### src/hw/wiscPkg.sv
package wiscPkg;

   // Datapath and instruction word
   typedef logic [15:0] wordT;
   // One of eight registers
   typedef logic [2:0] regSelT;
   // Instruction bits 15 to 11
   typedef logic [4:0] opcodeT;
   // ALU operation code as the execute stage expects it
   typedef logic [2:0] aluOperT;
   // Top bit marks a branch
   // Low two bits carry the condition
   typedef logic [2:0] brTypeT;

   // Destination register select
   typedef enum logic [1:0] {
      dstRdI  = 2'd0,
      dstRs   = 2'd1,
      dstRdR  = 2'd2,
      dstLink = 2'd3
   } regDstE;

   // Writeback source select
   typedef enum logic [1:0] {
      srcPc  = 2'd0,
      srcMem = 2'd1,
      srcAlu = 2'd2,
      srcB   = 2'd3
   } regSrcE;

   // ALU B input select
   typedef enum logic [1:0] {
      bRt   = 2'd0,
      bImm5 = 2'd1,
      bImm8 = 2'd2,
      bSlbi = 2'd3
   } bSrcE;

   ////////////////////////////////////////////////////////////
   // Opcodes
   ////////////////////////////////////////////////////////////
   localparam opcodeT opHalt  = 5'b00000;
   localparam opcodeT opNop   = 5'b00001;
   localparam opcodeT opSiic  = 5'b00010;
   localparam opcodeT opRti   = 5'b00011;
   localparam opcodeT opJ     = 5'b00100;
   localparam opcodeT opJr    = 5'b00101;
   localparam opcodeT opJal   = 5'b00110;
   localparam opcodeT opJalr  = 5'b00111;
   localparam opcodeT opAddi  = 5'b01000;
   localparam opcodeT opSubi  = 5'b01001;
   localparam opcodeT opXori  = 5'b01010;
   localparam opcodeT opAndni = 5'b01011;
   localparam opcodeT opBeqz  = 5'b01100;
   localparam opcodeT opBnez  = 5'b01101;
   localparam opcodeT opBltz  = 5'b01110;
   localparam opcodeT opBgez  = 5'b01111;
   localparam opcodeT opSt    = 5'b10000;
   localparam opcodeT opLd    = 5'b10001;
   localparam opcodeT opSlbi  = 5'b10010;
   localparam opcodeT opStu   = 5'b10011;
   localparam opcodeT opRoli  = 5'b10100;
   localparam opcodeT opSlli  = 5'b10101;
   localparam opcodeT opRori  = 5'b10110;
   localparam opcodeT opSrli  = 5'b10111;
   localparam opcodeT opLbi   = 5'b11000;
   localparam opcodeT opBtr   = 5'b11001;
   // R-format shifts and rotates, function in bits 1 to 0
   localparam opcodeT opShift = 5'b11010;
   // R-format add, sub, xor and andn, function in bits 1 to 0
   localparam opcodeT opArith = 5'b11011;
   localparam opcodeT opSeq   = 5'b11100;
   localparam opcodeT opSlt   = 5'b11101;
   localparam opcodeT opSle   = 5'b11110;
   localparam opcodeT opSco   = 5'b11111;

endpackage

### src/hw/decodeCtrlIf.sv
`timescale 1ns/10ps
`default_nettype none

// Control fields produced by the decoder
interface decodeCtrlIf import wiscPkg::*; ();

   // Program counter controls
   logic    immSrc;
   logic    aluJump;
   brTypeT  brType;

   // ALU controls
   logic    invA;
   logic    invB;
   logic    cin;
   logic    sign;
   bSrcE    bSrc;
   aluOperT oper;

   // Memory control
   logic    memWrt;

   // Register file and writeback controls
   logic    regWrt;
   regDstE  regDst;
   regSrcE  regSrc;

   // Immediate extension mode
   logic    zeroExt;

   modport decoder (
      output immSrc, aluJump, brType,
      output invA, invB, cin, sign, bSrc, oper,
      output memWrt, regWrt, regDst, regSrc, zeroExt
   );

   // Extender only needs the extension mode
   modport ext (input zeroExt);

   // Register file only needs the write enable
   modport rf (input regWrt);

endinterface

`default_nettype wire

### src/hw/controlDecoder.sv
`timescale 1ns/10ps
`default_nettype none

module controlDecoder import wiscPkg::*; (
   input  wordT                instruction,
   decodeCtrlIf.decoder        ctrl
);

   // Function codes of the arithmetic R-format opcode
   localparam logic [1:0] fnSub  = 2'b01;
   localparam logic [1:0] fnAndn = 2'b11;

   opcodeT     opcode;
   logic [1:0] funct;
   logic [2:0] aluSel;

   // Instruction classes
   logic isIdle;
   logic isExcept;
   logic isBranch;
   logic isImmAlu;
   logic isShiftImm;
   logic isMem;
   logic isRFormat;
   logic isCompare;

   assign opcode = instruction[15:11];
   assign funct  = instruction[1:0];

   ////////////////////////////////////////////////////////////
   // Opcode classes
   ////////////////////////////////////////////////////////////
   // HALT and NOP do nothing past decode
   assign isIdle     = opcode inside {opHalt, opNop};
   assign isExcept   = opcode inside {opSiic, opRti};
   assign isBranch   = opcode inside {opBeqz, opBnez, opBltz, opBgez};
   // Five-bit immediate ALU forms
   assign isImmAlu   = opcode inside {opAddi, opSubi, opXori, opAndni};
   assign isShiftImm = opcode inside {opRoli, opSlli, opRori, opSrli};
   // SLBI shares the 100xx space but is not a memory access
   assign isMem      = opcode inside {opSt, opLd, opStu};
   assign isRFormat  = opcode inside {opShift, opArith};
   assign isCompare  = opcode inside {opSeq, opSlt, opSle, opSco};

   // Raw ALU selector before folding
   always_comb begin
      if (isRFormat) begin
         // Shifts land on 0xx and arithmetic on 1xx
         aluSel = {opcode[0], funct};
      end else if (isShiftImm) begin
         aluSel = {1'b0, opcode[1:0]};
      end else if (isImmAlu) begin
         aluSel = {1'b1, opcode[1:0]};
      end else begin
         // Address math, compares and BTR all add
         aluSel = 3'b100;
      end
   end

   ////////////////////////////////////////////////////////////
   // Control fields
   ////////////////////////////////////////////////////////////
   always_comb begin
      // PC source picks the 11-bit offset for J and JAL
      ctrl.immSrc  = opcode inside {opJ, opJal};
      // Register-indirect jumps take the ALU result
      ctrl.aluJump = opcode inside {opJr, opJalr};
      ctrl.memWrt  = opcode inside {opSt, opStu};

      // No writeback for flow control, idle, exceptions and plain stores
      ctrl.regWrt = !(isBranch || isIdle || isExcept ||
                      (opcode inside {opJ, opJr, opSt}));

      // Destination register
      if (opcode inside {opJal, opJalr}) begin
         ctrl.regDst = dstLink;
      end else if (isRFormat || isCompare || opcode == opBtr) begin
         ctrl.regDst = dstRdR;
      end else if (isImmAlu || isShiftImm || isMem ||
                   (opcode inside {opLbi, opSlbi})) begin
         ctrl.regDst = dstRs;
      end else begin
         ctrl.regDst = dstRdI;
      end

      // Writeback source
      if (opcode inside {opLbi, opSlbi}) begin
         ctrl.regSrc = srcB;
      end else if (opcode == opLd) begin
         ctrl.regSrc = srcMem;
      end else if (isIdle || (opcode inside {opJal, opJalr})) begin
         ctrl.regSrc = srcPc;
      end else begin
         ctrl.regSrc = srcAlu;
      end

      // Fold sub onto add and andn onto and
      // Xor moves to the top code
      case (aluSel)
         3'b101:  ctrl.oper = 3'b100;
         3'b110:  ctrl.oper = 3'b111;
         3'b111:  ctrl.oper = 3'b101;
         default: ctrl.oper = aluSel;
      endcase
      if (isIdle) begin
         ctrl.oper = '0;
      end

      // Subtraction negates A
      ctrl.invA = (opcode == opArith && funct == fnSub) || opcode == opSubi;
      // ANDN forms and the Rs minus Rt compares negate B
      ctrl.invB = (opcode == opArith && funct == fnAndn) || opcode == opAndni ||
                  (opcode inside {opSeq, opSlt, opSle});
      // Two's complement needs the extra one
      ctrl.cin  = ctrl.invA || ctrl.invB;

      // B input
      if (isRFormat || isCompare || isIdle) begin
         ctrl.bSrc = bRt;
      end else if (isImmAlu || isShiftImm || isMem) begin
         ctrl.bSrc = bImm5;
      end else if (opcode == opSlbi) begin
         ctrl.bSrc = bSlbi;
      end else begin
         ctrl.bSrc = bImm8;
      end

      // Branch condition rides in the low opcode bits
      ctrl.brType  = isBranch ? {1'b1, opcode[1:0]} : '0;
      // Signed overflow matters everywhere but SCO and idle
      ctrl.sign    = !(opcode == opSco || isIdle);
      ctrl.zeroExt = opcode inside {opXori, opAndni};
   end

   ////////////////////////////////////////////////////////////
   // Checks
   ////////////////////////////////////////////////////////////
   // Sampled on each new word so the previous word's settled decode is seen
   // STU writes back its updated base register
   branchStoreNoWrite: assert property (@(instruction)
      (ctrl.brType[2] || (ctrl.memWrt && opcode != opStu)) |-> !ctrl.regWrt)
      else $error("Branch or store decoded with register write");

endmodule

`default_nettype wire

### src/hw/immExtender.sv
`timescale 1ns/10ps
`default_nettype none

module immExtender import wiscPkg::*; (
   input  wordT         instruction,
   input  logic [7:0]   r2Low,
   decodeCtrlIf.ext     ctrl,
   output wordT         fiveExt,
   output wordT         eightExt,
   output wordT         elevenExt,
   output wordT         slbi
);

   // Fill bits for the short fields
   logic fill5;
   logic fill8;

   // XORI and ANDNI want logical immediates
   // everything else extends the sign bit
   assign fill5 = instruction[4] & ~ctrl.zeroExt;
   assign fill8 = instruction[7] & ~ctrl.zeroExt;

   ////////////////////////////////////////////////////////////
   // Extended immediates
   ////////////////////////////////////////////////////////////
   // I-format 1 field
   assign fiveExt   = {{11{fill5}}, instruction[4:0]};

   // I-format 2 field, also branch and JR offsets
   assign eightExt  = {{8{fill8}}, instruction[7:0]};

   // Jump displacement is always signed
   assign elevenExt = {{5{instruction[10]}}, instruction[10:0]};

   ////////////////////////////////////////////////////////////
   // SLBI operand
   ////////////////////////////////////////////////////////////
   // Old low byte moves up, immediate fills the bottom
   assign slbi = {r2Low, instruction[7:0]};

endmodule

`default_nettype wire

### src/hw/regFile.sv
`timescale 1ns/10ps
`default_nettype none

module regFile import wiscPkg::*; (
   input  logic         clk,
   input  logic         reset,
   input  regSelT       read1Sel,
   input  regSelT       read2Sel,
   input  regSelT       writeSel,
   input  wordT         writeData,
   decodeCtrlIf.rf      ctrl,
   output wordT         read1Data,
   output wordT         read2Data
);

   // One entry per select value
   localparam int numRegs = 2 ** $bits(regSelT);

   wordT regs [0:numRegs-1];

   ////////////////////////////////////////////////////////////
   // Write port
   ////////////////////////////////////////////////////////////
   always_ff @(posedge clk) begin
      if (reset) begin
         // Clear the whole file
         for (int i = 0; i < numRegs; i++) begin
            regs[i] <= '0;
         end
      end else if (ctrl.regWrt) begin
         regs[writeSel] <= writeData;
      end
   end

   ////////////////////////////////////////////////////////////
   // Read ports
   ////////////////////////////////////////////////////////////
   // Asynchronous, no same-cycle bypass
   assign read1Data = regs[read1Sel];
   assign read2Data = regs[read2Sel];

   // Written value must be there one edge later
   writeLands: assert property (@(posedge clk) disable iff (reset)
      ctrl.regWrt |=> (regs[$past(writeSel)] == $past(writeData)))
      else $error("Register write did not land");

endmodule

`default_nettype wire

### src/hw/decode.sv
`timescale 1ns/10ps
`default_nettype none

module decode import wiscPkg::*; (
   input  logic      clk,
   input  logic      reset,
   input  wordT      instruction,
   input  regSelT    writeReg,
   input  wordT      writeData,
   // PC controls
   output logic      immSrc,
   output logic      aluJump,
   output brTypeT    brType,
   // Memory control
   output logic      memWrt,
   // ALU controls
   output logic      invA,
   output logic      invB,
   output logic      cin,
   output logic      sign,
   output bSrcE      bSrc,
   output aluOperT   oper,
   // Writeback controls
   output regDstE    regDst,
   output regSrcE    regSrc,
   // Extended immediates
   output wordT      fiveExt,
   output wordT      eightExt,
   output wordT      elevenExt,
   // Register reads
   output wordT      r1,
   output wordT      r2,
   // For execute
   output opcodeT    opcode,
   output wordT      slbi
);

   decodeCtrlIf ctrlBus ();

   assign opcode = instruction[15:11];

   ////////////////////////////////////////////////////////////
   // Submodules
   ////////////////////////////////////////////////////////////
   controlDecoder uDecoder (
      .instruction (instruction),
      .ctrl        (ctrlBus.decoder)
   );

   // Rt low byte feeds the SLBI value
   immExtender uExtender (
      .instruction (instruction),
      .r2Low       (r2[7:0]),
      .ctrl        (ctrlBus.ext),
      .fiveExt     (fiveExt),
      .eightExt    (eightExt),
      .elevenExt   (elevenExt),
      .slbi        (slbi)
   );

   // Rs on port 1, Rt on port 2
   regFile uRegFile (
      .clk       (clk),
      .reset     (reset),
      .read1Sel  (instruction[10:8]),
      .read2Sel  (instruction[7:5]),
      .writeSel  (writeReg),
      .writeData (writeData),
      .ctrl      (ctrlBus.rf),
      .read1Data (r1),
      .read2Data (r2)
   );

   // Remaining control fields go straight out
   assign immSrc  = ctrlBus.immSrc;
   assign aluJump = ctrlBus.aluJump;
   assign brType  = ctrlBus.brType;
   assign memWrt  = ctrlBus.memWrt;
   assign invA    = ctrlBus.invA;
   assign invB    = ctrlBus.invB;
   assign cin     = ctrlBus.cin;
   assign sign    = ctrlBus.sign;
   assign bSrc    = ctrlBus.bSrc;
   assign oper    = ctrlBus.oper;
   assign regDst  = ctrlBus.regDst;
   assign regSrc  = ctrlBus.regSrc;

endmodule

`default_nettype wire

### config.mk
export PLATFORM = sky130hd
export DESIGN_NAME = decode
export DESIGN_NICKNAME = d
export VERILOG_FILES = /design/src/hw/wiscPkg.sv /design/src/hw/decodeCtrlIf.sv /design/src/hw/controlDecoder.sv /design/src/hw/immExtender.sv /design/src/hw/regFile.sv /design/src/hw/decode.sv
export SDC_FILE = /design/constraint.sdc
export NUM_CORES = 1
export LEC_CHECK = 0
export BUFFER_PORTS_ARGS = -buffer_cell sky130_fd_sc_hd__buf_4
export CORE_MARGIN = 3
export CORE_UTILIZATION = 55
export DETAILED_ROUTE_END_ITERATION = 10
export PLACE_DENSITY_LB_ADDON = 0.25
export SLEW_MARGIN = 20
export SYNTH_ARGS = -nofsm -noshare
export SYNTH_HDL_FRONTEND = slang
export SYNTH_SLANG_ARGS = --single-unit
### constraint.sdc
create_clock -name clk -period 8.5 [get_ports clk]
set_input_delay 1.7 -clock clk [delete_from_list [all_inputs] [get_ports clk]]
set_output_delay 1.7 -clock clk [all_outputs]
set_load 0.05 [all_outputs]
## Yosys cells after proc, flatten, opt, wreduce, memory -nomap -nowiden

Memory sizes are Yosys's and may differ from the RTL's.
Cells that the tools add are included.

- Input bits: 37
- Register bits: 0
- RAM bits: 128
- Memories kept: 1
- Word-level logic and storage cells: 99
- Output and inout port bits: 120

Memories:

| name | words | bits a word | read ports | clocked after Yosys merged registers in | write ports | line | source |
|---|---|---|---|---|---|---|---|
| uRegFile.regs | 8 | 16 | 2 | 0 | 8 | regFile.sv:19 | `wordT regs [0:numRegs-1];` |

- Bitwise logic cells: 3
- Eq/ne operators: 36
- Mux-type cells: 23
- Reduce and logical (&&, ||, !) cells: 36

Operators by type and width:

| kind | number |
|---|---|
| $eq 5x5->1 const B | 16 |
| $eq 5x4->1 const B | 8 |
| $eq 5x3->1 const B | 4 |
| $reduce_bool 2->1 | 9 |
| $mux 16 | 1 |
| $mux 2 | 8 |
| $reduce_bool 4->1 | 4 |
| $reduce_or 16->1 | 1 |
| $logic_or 1x1->1 | 15 |
| $mux 3 | 5 |
| $eq 5x2->1 const B | 2 |
| $eq 3x3->1 const B | 3 |
| $pmux 3 s3 | 1 |
| $reduce_bool 3->1 | 3 |
| $mux 1 | 8 |
| $eq 5x1->1 const B | 1 |
| $logic_not 5->1 | 1 |
| $and 1x1->1 | 2 |
| $eq 2x1->1 const B | 1 |
| $eq 2x2->1 const B | 1 |
| $logic_and 1x1->1 | 2 |
| $logic_not 1->1 | 1 |
| $not 1->1 | 1 |

## Depth between registers and ports, before layout

- Depth in word-level cells: 10
- Mapped depth: 6
- Mapped depth without buffers: 4

## By module

From an unflattened synthesis, not the netlist that was laid out.

- Cell total of the unflattened synthesis: 574
- Area, all modules: 7987.7 um^2

Modules (own cells, without submodules):

| module | cells each | seq. area each (um^2) | area an instance (um^2) | times used |
|---|---|---|---|---|
| regFile | 430 | 3843.7 | 7000.5 | 1 |
| immExtender | 66 | 0.0 | 493.0 | 1 |
| controlDecoder | 73 | 0.0 | 456.7 | 1 |
| decode | 5 | 0.0 | 37.5 | 1 |

## Worst setup path before layout

Ideal clock, no wire load.

- Path type: input to output
- From: input instruction[12]
- To: output cin
- Arrival time: 3492 ps
- Cell stages on the path: 5
- Path buffers: 1
- Setup slack: 3308 ps
- Required time: 6800 ps
- Cell sequence: clkbuf_1 -> and2_1 -> a22oi_1 -> o22ai_1 -> a21o_1

- Word-level cells in the longest chain between the ends: 5
- Elaborated cells on any way between the ends: 13
- Those cells by class: eq/ne (6); reduce/logical (7)

RTL lines:

| item | line | source |
|---|---|---|
| start: declaration | decode.sv:7 | `input wordT instruction,` |
| $eq 5x5->1 | controlDecoder.sv:112 | `ctrl.invB = (opcode == opArith && funct == fnAndn) \|\| opcode == opAndni \|\|` |
| $logic_and 1x1->1 | controlDecoder.sv:112 |  |
| $logic_or 1x1->1 | controlDecoder.sv:112 |  |
| $logic_or 1x1->1 * | controlDecoder.sv:112 |  |
| named net invB | decode.sv:18 | `output logic invB,` |
| $logic_or 1x1->1 * | controlDecoder.sv:115 | `ctrl.cin = ctrl.invA \|\| ctrl.invB;` |
| end: declaration | decode.sv:19 | `output logic cin,` |

The timed path passes the listed nets; every way through them passes the cells marked *.

## Worst setup path after layout

- From: input instruction[5]
- To: output slbi[14]

- Word-level cells in the longest chain between the ends: 1

RTL lines:

| item | line | source |
|---|---|---|
| $mem_v2 8x16 | -- |  |
| end: declaration | decode.sv:35 | `output wordT slbi` |

Every way passes these cells.

==> impl_results.md <==
* Die height at 123 um
* IO Port Bufs at 146
* I/O pin count at 157
* Worst vdd ir at 0.148 mV
* Rel. slew slack at 28.8%
* Ys async rst share at 0%
* Crit-path max FO at 35
* Clock slew seen by the registers of the worst setup and hold paths at 0.05 ns
* GRT Residual Overflow at 0
* Multi-input gate area at 2960 um^2
* Commonest non-fill, non-tap cell in the layout: buf_4
* Dpl cells at 806
* Antenna cells at 0
* DRC Markers at 0
* Die width at 123 um
* Leak Pwr at 3.24 nW
* Sw Share at 30.8%
* Biggest register: uRegFile.regs
* Vias in the first global route at 5004
* Leading area contributor after synthesis: edfxtp_1
* Crit path required time at 6.80 ns
* Register area share after synthesis at 51.0%
* Critical path origin: instruction[5]
* Non-filler cells, final at 835
* RSZ-0062 raised after global routing: no
* Synth top area cells: edfxtp_1, mux4_2, buf_4, nor2_1, mux2_2
* FMAX at 197 MHz
* Max FFs per register at 128
* Cells after synthesis at 586
* Worst slew pin tran at 1.06 ns
* Clock sinks at 128
* Num CTS Buffers at 17
* Power per cell area at 208 nW/um^2
* Period utilisation layout at 59.6%
* Status: finished clean
* Routed wire per std cell at 21.4 um
* Hold Crit Class: input pin to flip-flop
* Setup CP Type: input pin to output pin
* Syn_nets at 623
* Gate power share at 24.7%
* Routed Antenna Nets at 0
* Critical path depth at 4
* Seq. cell area at 3840 um^2
* Final setup vio count at 0
* Iteration count of the initial detailed-routing pass at 5
* Clock Power Share at 33.4%
* Crit path capture: slbi[14]
* Top FF cell, synth: edfxtp_1
* Cell mode on critical path: buf_4
* Final WL at 17.9 mm
* Pins over their slew limit at 0
* Largest net degree at the start of global routing at 36
* Post-DP HPWL at 11.0 mm
* Layout cells sized above 1 at 44.8%
* Max clock buf depth at 2
* Setup Fix Bufs, Post-CTS at 0
* Hold violation count in the final report at 0
* Number of max-cap violations at 0
* Post-synth EDFFs at 128
* Layout area overhead at 15.5%
* Switch Pwr at 0.558 mW
* Final Power at 1.81 mW
* CP cell instances: buf_4 -> mux4_2 -> mux2_2 -> buf_4
* Period minus WS final at 5.07 ns
* Most frequent cells in the layout: buf_4, edfxtp_1, nor2_1, mux4_2, nand2_1
* Placeable core area at 13300 um^2
* Initial antenna violation count at 0
* Post-synth top area share at 51.0%
* FF+latch count, synth at 128
* Root buffer cell: clkbuf_16
* DR vias at 4943
* Delay-heaviest family, CP: multiplexers
* Mapped cell area at 7540 um^2
* Critical path launch point type: input pin
* Final nets at 686
* Clock H-tree levels at 4
* Sequential Power Share at 42.0%
* CP Data Arrival Time at 3.37 ns
* Crit path capture type: output pin
* Post-route core utilization at 65.2%
* Cts repair resizes at 0
* Cell Rows at 42
* Filler instances at 1001
* Total GRT Usage at 24.3%
* First-pass GRT wire length at 26.9 mm
* Synth Warn # at 0
* Slowest-stage cell, CP: mux4_2
* CTS tree: done
* Post-DP Area at 8230 um^2
* Post-CTS Hold Buffers at 0
* Non-Filler Cell Area, Final at 8710 um^2
* Synth cell types at 40
* Die area at 15100 um^2
* Syn Area/Cell at 12.9 um^2
* Initial Util at 56.5%
* Internal at 1.26 mW
* Sum Neg Setup Slack at 0 ns
* Biggest regs: uRegFile.regs (128)
* Via density at 5.92
* Crit path largest cell delay at 0.60 ns
* Worst path bufs/invs at 2
* Routability Congestion at 0.829
* Initial DRC count at 413
-- stage by stage --
stage	worst slack, ns	hold slack (ns)
after floorplan	3.31	1.96
after detailed placement	3.44	2.09
after global placement	3.47	2.08
after CTS	3.41	1.66
final	3.43	1.67
after global routing	3.33	1.68
-- area by class of cell --
type                            instances  share of cell area (%)
Sequential cell                       128                    44.1
Clock inverter                         10                   0.575
Multi-Input combinational cell        340                    34.0
Inverter                                5                   0.216
Timing Repair Buffer                  157                    13.5
Clock buffer                           19                    4.97
Tap cell                              176                    2.53
-- metal layers --
metal / wire, um / global-route usage (%) / share of wire [%]
met2: 9300 / 41.8 / 52
met4: 206 / 6.57 / 1.2
met1: 6670 / 31.4 / 37
met3: 1720 / 5.76 / 9.6
met5: 0 / 0 / 0
-- logic make-up after synthesis --
family	Yosys count	synth area share, %
compound gates	36	3.24
xor+xnor	2	0.232
buf+inv	118	10.1
flops	128	51.0
mux	96	23.9
simple gates	206	11.6
-- power groups by stage --
stage	clock network (mW)	logic [mW]	registers, mW
final	0.605	0.447	0.761
after global routing	0.636	0.470	0.765
after CTS	0.608	0.450	0.760
after detailed placement	0	0.448	0.772
after global placement	0	0.444	0.768
after floorplan	0	0.360	0.764
-- cells in the mapped netlist (all sizes together), types with 2 or more instances --
master  number
and2b        2
nand3        2
nand2       45
or4          2
a22o         2
o31ai        6
edfxtp     128
mux2        32
nor2b        4
o21ai       10
a21o         3
and2         3
and3         4
o22ai        3
nand4        2
nor2       134
inv          4
nor3         3
mux4        64
xor2         2
clkbuf      27
nand2b       4
a21oi        3
buf         86
-- tightest hold or removal path: cells and delay by family --
family / cells / cell delay [ns]
buf+inv: 1 / 0.08
simple gates: 2 / 0.18
-- worst min-delay path by stage --
stage                        from                   end  slack (ns)  cells past startpoint
finish               writeData[8]   uRegFile.regs[1][8]        1.67                      3
CTS                  writeData[8]   uRegFile.regs[1][8]        1.66                      3
detailed placement   writeData[3]   uRegFile.regs[2][3]        2.09                      3
floorplan           writeData[10]  uRegFile.regs[0][10]        1.96                      2
global placement     writeData[3]   uRegFile.regs[2][3]        2.08                      3
global route        writeData[15]  uRegFile.regs[1][15]        1.68                      3
Power figures use the tool's default switching activity.
